==> src/rtl/rob_settings.svh <==
`ifndef ROB_SETTINGS_SVH
`define ROB_SETTINGS_SVH

// Reorder buffer sizing

// Queue entries, kept a power of two
`define ROB_DEPTH 8

// Log2 of ROB_DEPTH
`define ROB_TAG_W 3

// Architectural data word
`define XLEN 32

`endif

==> src/rtl/rob_pkg.sv <==
`include "rob_settings.svh"

package rob_pkg;

    // RV32I major opcodes handled by dispatch
    typedef enum logic [6:0] {
        OP     = 7'b0110011,
        OP_IMM = 7'b0010011,
        LOAD   = 7'b0000011,
        STORE  = 7'b0100011,
        BRANCH = 7'b1100011,
        LUI    = 7'b0110111,
        JAL    = 7'b1101111
    } opcode_e;

    typedef struct packed {
        logic [6:0] funct7;
        logic [4:0] rs2;
        logic [4:0] rs1;
        logic [2:0] funct3;
        logic [4:0] rd;
        opcode_e    opcode;
    } r_fmt_t;

    typedef struct packed {
        logic [6:0] imm_hi;
        logic [4:0] rs2;
        logic [4:0] rs1;
        logic [2:0] funct3;
        logic [4:0] imm_lo; // Same bits as rd in the R view
        opcode_e    opcode;
    } s_fmt_t;

    typedef union packed {
        r_fmt_t r_fmt;
        s_fmt_t s_fmt;
    } instr_u;

    typedef struct packed {
        logic              has_rd;
        logic [4:0]        rd;
        logic              done;
        logic [`XLEN-1:0] value;
    } rob_entry_t;

endpackage

==> src/rtl/rob_alloc_if.sv <==
`timescale 1ns/100ps
`include "rob_settings.svh"

// Allocation channel between dispatch and the reorder buffer
interface rob_alloc_if;

    logic                  valid; // Dispatch offers an entry
    logic                  ready; // Queue not full
    rob_pkg::rob_entry_t   entry;
    logic [`ROB_TAG_W-1:0] tag;   // Tail index the entry lands in

    modport dispatch (
        output valid,
        output entry,
        input  ready,
        input  tag
    );

    modport rob (
        input  valid,
        input  entry,
        output ready,
        output tag
    );

endinterface

==> src/rtl/commit_unit.sv <==
`timescale 1ns/100ps
`include "rob_settings.svh"

module commit_unit (
    input  logic                clk,
    input  logic                rst,
    input  logic                flush,
    input  logic                head_valid,
    input  rob_pkg::rob_entry_t head_entry,
    output logic                pop,
    input  logic                commit_ready,
    output logic                commit_valid,
    output logic [4:0]          commit_rd,
    output logic [`XLEN-1:0]    commit_value
);

    logic slot_free; // Register empty or draining this cycle

    assign slot_free = !commit_valid || commit_ready;
    assign pop       = head_valid && slot_free;

    always_ff @(posedge clk) begin
        if (rst || flush) begin
            commit_valid <= 1'b0;
        end else if (slot_free) begin
            commit_valid <= head_valid;
        end
    end

    // Payload loads together with the head pop
    always_ff @(posedge clk) begin
        if (pop) begin
            commit_rd    <= head_entry.has_rd ? head_entry.rd : 5'd0;
            commit_value <= head_entry.value;
        end
    end

    // Held outputs under back-pressure
    a_hold_stable: assert property (
        @(posedge clk) disable iff (rst || flush)
        (commit_valid && !commit_ready) |=>
            (commit_valid && $stable(commit_rd) && $stable(commit_value))
    ) else $error("commit outputs moved while stalled, rd %0h value %0h",
                  commit_rd, commit_value);

endmodule

==> src/rtl/dispatch_unit.sv <==
`timescale 1ns/100ps
`include "rob_settings.svh"

module dispatch_unit (
    input  logic                  clk,
    input  logic                  rst,
    input  logic                  flush,
    input  logic                  instr_valid,
    input  rob_pkg::instr_u       instr,
    output logic                  instr_ready,
    output logic [`ROB_TAG_W-1:0] instr_tag,
    rob_alloc_if.dispatch         alloc
);

    logic                  s_view;   // Instruction has no destination
    logic                  has_rd;
    logic [4:0]            rd;
    logic [`ROB_TAG_W-1:0] disp_cnt; // Accepted instructions since reset or flush
    logic                  accept;

    // STORE and BRANCH share the S layout, where the rd slot holds immediate bits
    always_comb begin
        case (instr.s_fmt.opcode)
            rob_pkg::STORE,
            rob_pkg::BRANCH: s_view = 1'b1;
            default:         s_view = 1'b0;
        endcase
    end

    always_comb begin
        case (instr.r_fmt.opcode)
            rob_pkg::OP,
            rob_pkg::OP_IMM,
            rob_pkg::LOAD,
            rob_pkg::LUI,
            rob_pkg::JAL: has_rd = !s_view;
            default:      has_rd = 1'b0;
        endcase
    end

    assign rd = has_rd ? instr.r_fmt.rd : 5'd0;

    assign alloc.valid        = instr_valid;
    assign alloc.entry.has_rd = has_rd;
    assign alloc.entry.rd     = rd;
    assign alloc.entry.done   = !has_rd;   // Nothing to wait for
    assign alloc.entry.value  = '0;

    assign instr_ready = alloc.ready;
    assign instr_tag   = alloc.tag;
    assign accept      = instr_valid && alloc.ready;

    always_ff @(posedge clk) begin
        if (rst || flush) begin
            disp_cnt <= '0;
        end else if (accept) begin
            disp_cnt <= disp_cnt + 1'b1;
        end
    end

    // Tags follow dispatch order, so a tag returns only after its slot has drained
    a_tag_in_order: assert property (
        @(posedge clk) disable iff (rst || flush)
        accept |-> (alloc.tag == disp_cnt)
    ) else $error("tag %0h handed out, expected %0h", alloc.tag, disp_cnt);

endmodule

==> src/rtl/reorder_buffer.sv <==
`timescale 1ns/100ps
`include "rob_settings.svh"

module reorder_buffer (
    input  logic                  clk,
    input  logic                  rst,
    input  logic                  flush,
    rob_alloc_if.rob              alloc,
    input  logic                  wb_valid,
    input  logic [`ROB_TAG_W-1:0] wb_tag,
    input  logic [`XLEN-1:0]      wb_result,
    output logic                  head_valid,
    output rob_pkg::rob_entry_t   head_entry,
    input  logic                  pop
);

    rob_pkg::rob_entry_t entries [`ROB_DEPTH];

    // Pointers carry one wrap bit above the index
    logic [`ROB_TAG_W:0]   head_ptr;
    logic [`ROB_TAG_W:0]   tail_ptr;
    logic [`ROB_TAG_W:0]   count;
    logic [`ROB_TAG_W-1:0] head_idx;
    logic [`ROB_TAG_W-1:0] tail_idx;
    logic [`ROB_TAG_W-1:0] wb_offset;
    logic                  empty;
    logic                  full;
    logic                  push;
    logic                  wb_live;

    assign head_idx = head_ptr[`ROB_TAG_W-1:0];
    assign tail_idx = tail_ptr[`ROB_TAG_W-1:0];
    assign count    = tail_ptr - head_ptr;

    assign empty = (head_ptr == tail_ptr);
    assign full  = (head_idx == tail_idx) &&
                   (head_ptr[`ROB_TAG_W] != tail_ptr[`ROB_TAG_W]);

    assign alloc.ready = !full;
    assign alloc.tag   = tail_idx;
    assign push        = alloc.valid && alloc.ready;

    assign head_entry = entries[head_idx];
    assign head_valid = !empty && head_entry.done;

    // Tag is live when its distance from head is below occupancy
    assign wb_offset = wb_tag - head_idx;
    assign wb_live   = ({1'b0, wb_offset} < count);

    always_ff @(posedge clk) begin
        if (rst || flush) begin
            head_ptr <= '0;
            tail_ptr <= '0;
        end else begin
            if (push) begin
                tail_ptr <= tail_ptr + 1'b1;
            end
            if (pop) begin
                head_ptr <= head_ptr + 1'b1;
            end
        end
    end

    // Flush cancels both writers of the entry array
    always_ff @(posedge clk) begin
        if (!flush) begin
            if (wb_valid) begin
                entries[wb_tag].value <= wb_result;
                entries[wb_tag].done  <= 1'b1;
            end
            if (push) begin
                entries[tail_idx] <= alloc.entry;
            end
        end
    end

    // Commit may only take a finished head
    a_pop_done: assert property (
        @(posedge clk) disable iff (rst || flush)
        pop |-> head_valid
    ) else $error("pop with head %0h not ready", head_idx);

    // Occupancy overflow means a push slipped in while full
    a_no_overflow: assert property (
        @(posedge clk) disable iff (rst)
        count <= `ROB_DEPTH
    ) else $error("occupancy %0h above depth", count);

    // The slot being allocated is outside the live range, so this also covers it
    a_wb_live: assert property (
        @(posedge clk) disable iff (rst || flush)
        wb_valid |-> wb_live
    ) else $error("writeback tag %0h outside head %0h count %0h",
                  wb_tag, head_idx, count);

endmodule

==> src/rtl/rob_top.sv <==
`timescale 1ns/100ps
`include "rob_settings.svh"

module rob_top (
    input  logic                  clk,
    input  logic                  rst,
    input  logic                  flush,
    input  logic                  instr_valid,
    input  logic [`XLEN-1:0]      instr,
    output logic                  instr_ready,
    output logic [`ROB_TAG_W-1:0] instr_tag,
    input  logic                  wb_valid,
    input  logic [`ROB_TAG_W-1:0] wb_tag,
    input  logic [`XLEN-1:0]      wb_result,
    input  logic                  commit_ready,
    output logic                  commit_valid,
    output logic [4:0]            commit_rd,
    output logic [`XLEN-1:0]      commit_value
);

    logic                head_valid;
    rob_pkg::rob_entry_t head_entry;
    logic                pop;

    rob_alloc_if alloc_if ();

    dispatch_unit dispatch_i (
        .clk         (clk),
        .rst         (rst),
        .flush       (flush),
        .instr_valid (instr_valid),
        .instr       (instr),
        .instr_ready (instr_ready),
        .instr_tag   (instr_tag),
        .alloc       (alloc_if.dispatch)
    );

    reorder_buffer rob_i (
        .clk        (clk),
        .rst        (rst),
        .flush      (flush),
        .alloc      (alloc_if.rob),
        .wb_valid   (wb_valid),
        .wb_tag     (wb_tag),
        .wb_result  (wb_result),
        .head_valid (head_valid),
        .head_entry (head_entry),
        .pop        (pop)
    );

    commit_unit commit_i (
        .clk          (clk),
        .rst          (rst),
        .flush        (flush),
        .head_valid   (head_valid),
        .head_entry   (head_entry),
        .pop          (pop),
        .commit_ready (commit_ready),
        .commit_valid (commit_valid),
        .commit_rd    (commit_rd),
        .commit_value (commit_value)
    );

endmodule

==> config.mk <==
export PLATFORM = sky130hd
export DESIGN_NAME = rob_top
export DESIGN_NICKNAME = d
export VERILOG_FILES = /design/src/rtl/rob_pkg.sv /design/src/rtl/rob_alloc_if.sv /design/src/rtl/commit_unit.sv /design/src/rtl/dispatch_unit.sv /design/src/rtl/reorder_buffer.sv /design/src/rtl/rob_top.sv
export VERILOG_INCLUDE_DIRS = /design/src /design/src/rtl
export SDC_FILE = /design/constraint.sdc
export NUM_CORES = 1
export LEC_CHECK = 0
export BUFFER_PORTS_ARGS = -buffer_cell sky130_fd_sc_hd__buf_2
export CAP_MARGIN = 30
export CORE_MARGIN = 4
export CORE_UTILIZATION = 53
export CTS_CLUSTER_DIAMETER = 60
export DETAILED_ROUTE_END_ITERATION = 6
export GPL_TIMING_DRIVEN = 0
export PLACE_DENSITY = 0.75
export SLEW_MARGIN = 10
export SYNTH_ARGS = -nofsm -noshare
export SYNTH_HDL_FRONTEND = slang
export SYNTH_SLANG_ARGS = --single-unit
==> constraint.sdc <==
create_clock -name clk -period 2.2 [get_ports clk]
set_input_delay 0 -clock clk [delete_from_list [all_inputs] [get_ports clk]]
set_output_delay 0 -clock clk [all_outputs]
set_load 0.05 [all_outputs]
# == Word-level counts from Yosys, hierarchy flattened ==
# Memory sizes are Yosys's and may differ from the RTL's. A register that Yosys moved wholly into a read port is not among the register bits.
# Index checks and enable logic that the tools add are counted.
# classes
reduce_logical,13
addsub,2
n_mux,11
n_eq_ne,10
# op_table
operator,count
7-bit by 6-bit equality test with 1-bit output (second input constant),3
7-bit equality test (second input constant),2
4-bit by 1-bit adder with 4-bit output (second input constant),2
1-bit 2-to-1 mux,8
7-bit by 2-bit equality test with 1-bit output (second input constant),1
7-bit by 5-bit equality test with 1-bit output (second input constant),1
3-bit 2-to-1 mux,2
1-bit zero test,5
5-bit 2-to-1 mux,1
5-bit OR reduction,1
4-bit equality test,1
1-bit logical AND,4
3-bit equality test,1
1-bit logical OR,2
2-bit OR reduction,1
1-bit inequality test,1
# word_totals
regBits,46
word_cells,42
mem_bits_rw,312
memories,1
inputBits,73
# mem_list
memory,depth,word_bits,read_ports,rd_clocked_by_memory_dff,write_ports,line,rtl
rob_i.entries,8,39,1,1,2,reorder_buffer.sv:17,rob_pkg::rob_entry_t entries [`ROB_DEPTH];

# == Depth between registers and ports, before layout ==
# Gate-level depths: netlist (run 1).
# logic_depth
ltp_word,7
depth_mapped,7

# == Modules after synthesis ==
# A second synthesis (run 1) with hierarchy kept.
# unflattened
hier_cells,928
hier_area_um2,17235.3
# by_module_without_submodules
mod,area_per_inst_um2,instances,cells_each
reorder_buffer,15647.5,1,830
commit_unit,1199.9,1,47
dispatch_unit,387.9,1,51

# == Worst setup path after synthesis (run 1) ==
# OpenSTA, ideal clock, no wires.
# synth_path
path_type,reg2reg
from,register (tool-made name)
to,"register commit_i.commit_rd[0], enable pin"
setup_ns,0.392
t_required_ns,1.808
arrival_time_ns,1.981
period_less_slack_ns,2.373
setup_slack_ns,-0.173
stages_incl_launch_ff,7
path_cell_list,dfxtp_1 buf_4 mux2i_1 a22o_1 or3_1 buf_2 inv_1
# synth_lines
element,line,rtl
end signal: assignment,commit_unit.sv:33,commit_rd <= head_entry.has_rd ? head_entry.rd : 5'd0;
end: declaration,commit_unit.sv:13,"output logic [4:0] commit_rd,"

==> results of run 1 <==
worst min-delay path by stage:
| stage | endpoint | cells past startpoint | start | slack, ps |
|---|---|---|---|---|
| 3_3_place_gp | rob_i.tail_ptr[1] | 3 | instr_valid | 310 |
| 2_1_floorplan | rob_i.tail_ptr[1] | 2 | instr_valid | 160 |
| 6_report | rob_i.entries[1][9] | 5 | wb_valid | 40 |
| 5_1_grt | rob_i.entries[1][9] | 5 | wb_valid | 40 |
| 4_1_cts | rob_i.entries[1][9] | 5 | wb_valid | 8 |
| 3_5_place_dp | commit_i.commit_valid | 3 | commit_ready | 300 |
power by group:
group | switching [uW] | leakage, uW | internal [uW]
combinational | 849 | 0.00295 | 843
sequential | 462 | 0.00308 | 7730
clock | 2560 | 0.000610 | 3760
total | 3870 | 0.00663 | 12300
per-stage QoR:
| stage | cell area, um2 | utilization [%] |
|---|---|---|
| 2_1_floorplan | 14900 | - |
| 3_5_place_dp | 15800 | 56.7 |
| 4_1_cts | 17600 | 63.3 |
| 3_3_place_gp | 15700 | 56.4 |
| 6_report | 17600 | 63.5 |
| 5_1_grt | 17600 | 63.5 |
state kept, by name, indices dropped and copies added, names as in the netlist, named ones only:
| signal | cells |
|---|---|
| rob_i.entries | 312 |
| rob_i.head_ptr | 4 |
| commit_i.commit_value | 32 |
| commit_i.commit_rd | 5 |
| commit_i.commit_valid | 1 |
| rob_i.tail_ptr | 4 |
Yosys cell counts:
cell type  instances  area, um2
or2_2              2       12.5
edfxtp_1          93       2790
a211oi_1           1       7.51
and2_0             1       6.26
and3b_1            1       8.76
a21boi_1           1       7.51
o211ai_1           1       7.51
dfxtp_1          268       5370
mux2i_1            8       80.1
mux2_1             1       11.3
xnor2_1            2       17.5
nand2b_1          13       81.3
a21oi_1          260       1300
nand3_1            6       30.0
buf_1              5       18.8
mux4_2            76       1710
nor4_1             3       18.8
nor2_1            18       67.6
inv_1              4       15.0
nor3_2             6       60.1
o41ai_1            1       8.76
o21ai_0           10       50.1
ha_1               2       25.0
clkbuf_1          91        342
nor2b_1            2       12.5
xor2_1             7       61.3
nand2_1          535       2010
buf_2             36        180
mux2_2            33        372
nor3b_1            2       15.0
buf_4              4       30.0
o22ai_1            1       6.26
nor4_4             2       42.5
a22o_1             1       8.76
nand3b_1           1       7.51
clkbuf_2           2       10.0
and2_1             6       37.5
or3_1              6       37.5
nor3_1             4       20.0
metal layers:
metal	wire [um]	track usage [%]	up-vias
met5	0	0.641	-
met4	1730	11.9	0
met3	3800	5.14	114
met2	20900	45.9	610
met1	16300	35.5	5800
li1	-	-	5487
timing repair:
item	in CTS	in global routing
buffers inserted	10	4
endpoints found under the hold margin	302	0
pin swaps	6	2
gates resized for setup	34	9
setup endpoints to repair	340	116
hold buffers	42	0
cells in the final DEF (no fill, tap or decap), types with 6 or more instances in the layout:
cell           Yosys  final
nor2_1            18     18
a21oi_1          260    260
buf_4              4     29
clkbuf_16          0     40
xor2_1             7      7
dlygate4sd3_1      0     42
clkbuf_1          91     96
nor3_4             0      6
or3_1              6      6
and2_1             6      6
mux2i_1            8      8
buf_2             36     85
mux4_2            76     76
clkbuf_2           2      7
nand3_1            6      6
dfxtp_1          268    266
mux2_2            33     33
edfxtp_1          93     93
o21ai_0           10     10
nand2b_1          13     13
nand2_1          535    535
clkbuf_8           0      9
cells by family after synthesis:
| group | after synthesis | share of synthesized area [%] |
|---|---|---|
| multiplexers | 118 | 14.6 |
| flip-flops | 361 | 54.8 |
| buffers and inverters | 142 | 4.00 |
| AND/OR/NAND/NOR | 608 | 16.6 |
| adder cells (fa/ha/maj) | 2 | 0.168 |
| AO/OA/AOI/OAI | 276 | 9.38 |
| XOR/XNOR | 9 | 0.529 |
layout make-up:
class	instances	share of cell area, %
clock inverter	7	0.383
sequential	361	46.2
inverter	4	0.106
clock buffer	61	6.63
timing repair buffer	124	5.18
antenna	1	0.0142
buffer	138	3.72
multi-input combinational	1013	35.1
tap	378	2.68
worst min-delay path, cell delays in order:
cell and delay, ps:
buf_2 140, nand3b_1 110, nor3_1 110, nand2_1 90
a21oi_1 50
==> flow_summary.ini, run 1 <==
[status]
status = finished, final reports clean

[detailed_routing]
drc = 0
viasPerCell = 5.76
num_vias = 12011
wire_per_inst_um = 20.5
drt-total-wl_um = 42700
antenna_left = 0
drtPass1Iterations = 7
drtIter0Drc = 1284

[die]
io-pin-count = 115
die_h_um = 176
die_area_mm2 = 0.0309
dieWidth_um = 176
placeableCoreArea_mm2 = 0.0278
num_rows = 61
initial_core_util_pct = 53.6

[clock_network]
cts_tree = done
cts_max_path_buffers = 3
htree_num_levels = 2
cts.sinks = 361
root_buffer = clkbuf_16
numCtsBuffers = 37
clkLatencyLatePin_ps = 520
path_clk_slew_ps = 60

[critical_path]
endpoint_kind = flop
worst-r2r-cell-count = 5
cp_slowest_cell = mux4_2
worstPathRequired_ps = 2460
cp_num_cells = 5
path_max_fanout = 9
crit_arrival_ps = 2420
r2r_slack_ps = 40
critPathTopFamily = multiplexers
critical_path_class = flop to flop
startpoint_type = flop
endpoint = commit_i.commit_value[30]
r2r-end = commit_i.commit_value[30]
max_stage_delay_ps = 520
worst-path-buf-inv = 3
crit_path_cell_trace = buf_4 -> buf_1 -> buf_6 -> mux4_2 -> mux2_2

[sta]
finalCritPeriodShare_pct = 98.1
final_hold_viol_count = 0
skew_ps = 12.2
slew_headroom_pct = 40.3
max_clock_freq_mhz = 463
post-route-min-period_ps = 2160
hold_ws_ps = 35.4
fin_setup_tns_ps = 0
drv_slew = 0
setup_viol = 0
worstMarginPinSlew_ps = 896
rsz0062_at_grt = true
setup_ws_ps = 42.3

[placement]
pre_cts_slack_ps = -533
io_buffers = 62
dp_hpwl_um = 27400
place.gp.congestion = 0.919
dp.cells = 1961

[logic_synthesis]
netlist_instances = 1516
avgSynthCellArea_um2 = 9.83
ys_seq_area_share_pct = 54.8
synth_area_mm2 = 0.0149
synthDistinctLibCells = 39
syn_nets = 1591
yosys_warnings = 0
ys_ff_latch = 361

[flow_run]
max_cap_violations = 0

[global_route]
grt_start_max_net_pins = 31
grt_overflow = 0
antenna_found_initial = 1
grt_pass1_vias = 12059
grt_pass1_wl_um = 66100
track_usage_pct = 27.6

[pwr]
p_per_area_mw_per_mm2 = 918
power.total_uw = 16200
leakage_uw = 0.00663
ir_drop_mv = 0.591

[cells_and_area]
syn2layout_area_growth_pct = 18.5
ff_latch_area_mm2 = 0.00816
multi_input_area_mm2 = 0.00619
layoutNonFillerInstCount = 2087
final_nets = 1754
drive_gt1_share_pct = 18.3
filler_cell_count = 2217

[worst_hold_path]
hp-class = primary input to flop
(Power assumes the default switching activity.)
==> inputs of run 2 (changes only) <==
Settings changed: CORE_UTILIZATION 53 to 54, PLACE_DENSITY 0.75 to 0.76.
==> flow_summary.ini, run 2 (same netlist as run 1, synthesis figures left out) <==
[status]
status = finished with violations
violations = negative setup slack

[sta]
hold_ws_ps = 37.9
worstMarginPinSlew_ps = 954
drv_slew = 0
setup_ws_ps = -31.5
max_clock_freq_mhz = 448
finalCritPeriodShare_pct = 101
final_hold_viol_count = 0
rsz0062_at_grt = false
skew_ps = 14.7
fin_setup_tns_ps = -60.1
setup_viol = 2
slew_headroom_pct = 36.4
post-route-min-period_ps = 2230

[clock_network]
path_clk_slew_ps = 60
cts.sinks = 361
clkLatencyLatePin_ps = 530
cts_tree = done
numCtsBuffers = 38
htree_num_levels = 2
root_buffer = clkbuf_16
cts_max_path_buffers = 3

[critical_path]
path_max_fanout = 10
worst-path-buf-inv = 4
startpoint_type = primary input
r2r_slack_ps = 30
worst-r2r-cell-count = 5
cp_slowest_cell = clkbuf_1
max_stage_delay_ps = 630
crit_arrival_ps = 2690
worstPathRequired_ps = 2660
r2r-end = commit_i.commit_value[23]
endpoint_kind = flop
critPathTopFamily = buffers and inverters
crit_path_cell_trace = dlygate4sd3_1 -> buf_2 -> nor3b_1 -> and2_0 -> clkbuf_1 -> clkbuf_1 -> nand2_1 -> a21oi_1
critical_path_class = primary input to flop
cpMostUsedCell = clkbuf_1

[placement]
place.gp.congestion = 0.897
io_buffers = 62
dp_hpwl_um = 27200
dp.cells = 1925

[worst_hold_path]
min_from = wb_valid
hp-class = primary input to flop
hold_end = rob_i.entries[1][8]
whs_path_depth = 5

[detailed_routing]
num_vias = 12103
viasPerCell = 5.88
wire_per_inst_um = 21.0
drc = 0
antenna_left = 0
drt-total-wl_um = 43200
drtPass1Iterations = 6
drtIter0Drc = 1375

[cells_and_area]
utilization_pct = 65.6
layoutNonFillerInstCount = 2057
final_nets = 1761
drive_gt1_share_pct = 18.9
regMostFlops = rob_i.entries
final_cell_mix = nand2_1, dfxtp_1, a21oi_1
reg.largest.list = rob_i.entries (312), commit_i.commit_value (32), commit_i.commit_rd (5)
syn2layout_area_growth_pct = 19.0
antenna_cells = 0
largest_register_ffs = 312
layout_commonest_cell = nand2_1

[die]
io-pin-count = 115
die_h_um = 174
num_rows = 60
placeableCoreArea_mm2 = 0.0270
initial_core_util_pct = 55.1
dieWidth_um = 174
die_area_mm2 = 0.0303

[global_route]
grt_pass1_vias = 11927
grt_pass1_wl_um = 65800
antenna_found_initial = 0
grt_start_max_net_pins = 24
track_usage_pct = 27.8
grt_overflow = 0

[pwr]
ir_drop_mv = 0.587
leakage_uw = 0.00669
p_per_area_mw_per_mm2 = 926
power.total_uw = 16400

[flow_run]
max_cap_violations = 0
## run 2: changes by cell type in the layout (fill, tap and decap cells not counted), sizes merged
| cell | change |
|---|---|
| clkinv | +5 |
| clkbuf | -6 |
| bufinv | +1 |
| clkinvlp | +1 |
| buf | +7 |
| diode | -1 |
## run 2: worst max path at each step
stage                            startpoint                   endpoint  slack [ps]  depth (start not counted)
after CTS                              flop   commit_i.commit_value[1]          30                          5
after global routing      rob_i.tail_ptr[2]          rob_i.head_ptr[2]           1                          6
after global placement                 flop  commit_i.commit_value[29]        -640                          6
after detailed placement               flop  commit_i.commit_value[14]        -500                          6
final                             wb_tag[0]       rob_i.entries[2][13]         -30                          8
after floorplan                        flop      commit_i.commit_rd[0]         100                          6
## run 2: stage by stage
step | cell area [um2] | setup slack [ps]
after detailed placement | 15700 | -505
after global placement | 15600 | -637
final | 17700 | -31.5
after global routing | 17700 | 1.24
after CTS | 17600 | 26.9
after floorplan | 14900 | 101
## run 2: cell type report
class	instances	area, um2
Multi-Input combinational cell	1013	6220
Buffer	138	651
Tap cell	341	427
Clock buffer	56	1150
Clock inverter	14	123
Timing Repair Buffer	130	975
Sequential cell	361	8160
Fill cell	2081	9300
Inverter	4	18.8
## run 2: worst reg2reg max path: stages (launching register included)
cell	delay (ps)
dfxtp_1	310
buf_2	180
buf_2	340
buf_2	410
mux4_2	390
mux2_2	300
## run 2: per-layer routing
layer | wire [um] | track usage (%)
met5 | 0 | 0
met4 | 1660 | 12.5
met3 | 4130 | 5.33
met2 | 20800 | 45.5
met1 | 16600 | 36.3
## run 2: timing repair
item / 4_1_cts / 5_1_grt
gates cloned: 0 / 1
buffers inserted: 16 / 3
pin swaps: 4 / 2
hold endpoints to repair: 300 / 0
gates resized for setup: 32 / 18
endpoints found under the setup margin: 306 / 119
hold buffers: 42 / 0
## run 2: report_power, final
| part | leakage [uW] | internal (uW) | total (uW) | switching, uW |
|---|---|---|---|---|
| Sequential | 0.00308 | 7730 | 8180 | 457 |
| Clock | 0.000629 | 3880 | 6520 | 2640 |
| Combinational | 0.00298 | 851 | 1700 | 854 |
==> inputs of run 3 (changes only) <==
Settings changed: CAP_MARGIN 30 to 5, REMOVE_ABC_BUFFERS from default to 1.
==> flow_summary.ini, run 3 (same netlist as run 1, synthesis figures left out) <==
[sta]
post-route-min-period_ps = 2190
final_hold_viol_count = 0
setup_viol = 0
max_clock_freq_mhz = 457
worstMarginPinSlew_ps = 1020
drv_slew = 0
skew_ps = 23.4
fin_setup_tns_ps = 0
hold_ws_ps = 79.1
finalCritPeriodShare_pct = 99.5
slew_headroom_pct = 31.6

[status]
violations = design-rule violations
status = finished with violations

[critical_path]
worstPathRequired_ps = 2460
path_max_fanout = 8
cp_slowest_cell = dfxtp_4
crit_path_cell_trace = xor2_2 -> nor4_4 -> buf_4 -> buf_4 -> nor3_4 -> buf_4 -> buf_4 -> nand2_1 -> o21ai_0
startpoint_type = flop
max_stage_delay_ps = 390
endpoint_kind = flop
cpMostUsedCell = buf_4
crit_arrival_ps = 2450
critical_path_class = flop to flop

[die]
initial_core_util_pct = 55.1
placeableCoreArea_mm2 = 0.0270
io-pin-count = 115
dieWidth_um = 174
die_area_mm2 = 0.0303
num_rows = 60
die_h_um = 174

[worst_hold_path]
hp-class = primary input to flop

[placement]
dp_hpwl_um = 26500
io_buffers = 94
post_dp_cell_area_mm2 = 0.0162
place.gp.congestion = 0.772
dp.cells = 1863

[cells_and_area]
finalInstanceArea_mm2 = 0.0183
reg.largest.list = rob_i.entries (312), commit_i.commit_value (32), commit_i.commit_rd (5)
layout_commonest_cell = nand2_1
drive_gt1_share_pct = 23.4
final_nets = 1719
syn2layout_area_growth_pct = 22.6
final_cell_mix = nand2_1, a21oi_1, dfxtp_1
largest_register_ffs = 312
layoutNonFillerInstCount = 2014
regMostFlops = rob_i.entries

[global_route]
grt_start_max_net_pins = 46
grt_pass1_vias = 12426
track_usage_pct = 29.0
grt_pass1_wl_um = 69300
antenna_found_initial = 1
grt_overflow = 0

[clock_network]
cts_tree = done
root_buffer = clkbuf_16
cts.sinks = 361
cts_max_path_buffers = 3
htree_num_levels = 2
path_clk_slew_ps = 60
clkLatencyLatePin_ps = 530
numCtsBuffers = 39

[detailed_routing]
wire_per_inst_um = 22.6
num_vias = 12303
viasPerCell = 6.11
drc = 2
drtPass1Iterations = 7
drtIter0Drc = 1474
antenna_left = 0
drt-total-wl_um = 45500

[pwr]
power.total_uw = 16200
leakage_uw = 0.00695
p_per_area_mw_per_mm2 = 889
ir_drop_mv = 0.667

[flow_run]
max_cap_violations = 0
run 3: cell count changes in the layout (fill, tap and decap cells not counted), moves of 7 or more:
cell	change
clkbuf_1	-81
buf_16	+14
buf_8	+14
dfxtp_1	-9
buf_2	+7
buf_6	+7
clkbuf_2	-7
run 3: worst paths after layout:
kind	start	depth (start not counted)	end	slack (ps)
min reg2reg	rob_i.entries[6][16]	2	rob_i.entries[6][16]	450
min	wb_tag[2]	5	rob_i.entries[6][26]	80
max	rob_i.tail_ptr[1]	9	rob_i.entries[1][32]	10
max reg2reg	rob_i.tail_ptr[1]	9	rob_i.entries[1][32]	10
run 3: final cells by class:
class / instances / area, um2
diodes: 1 / 2.50
clock buffers: 56 / 1130
clock inverters: 13 / 96.3
fillers: 1915 / 8760
inverters: 4 / 20.0
multi-input cells: 1013 / 6280
flip-flops and latches: 361 / 8180
well taps: 341 / 427
repair buffers: 225 / 2120
run 3: where the power goes:
part | leakage (uW) | total, uW | switching (uW) | internal (uW)
registers | 0.00308 | 8190 | 462 | 7720
logic | 0.00327 | 1770 | 880 | 889
clock network | 0.000601 | 6270 | 2650 | 3620
run 3: worst max-delay path: cells and delay by family (launching register included):
| kind | cells | cell delay (ps) |
|---|---|---|
| buffers and inverters | 4 | 700 |
| AND/OR/NAND/NOR | 3 | 510 |
| XOR/XNOR | 1 | 200 |
| flip-flops | 1 | 390 |
| AO/OA/AOI/OAI | 1 | 120 |
run 3: routing by layer:
layer  part of all wire, %  GRT usage [%]
met5                     0              0
met4                   5.0           13.1
met3                    10           5.13
met2                    49           49.3
met1                    36           36.4
run 3: metrics by stage:
step                      setup WS (ps)  utilization [%]
after floorplan                   -2700                -
after global placement            -4810             56.3
after detailed placement           -632             59.8
after CTS                          8.61             67.2
after global routing              -1.95             67.6
final                              10.9             67.6
run 3: repair_timing:
action | in CTS | in global routing
hold buffers | 43 | 0
setup buffers | 33 | 4
setup endpoints to repair | 324 | 110
gates resized for setup | 11 | 8
pin swaps | 9 | 2
hold endpoints to repair | 303 | 0
gates cloned | 0 | 1
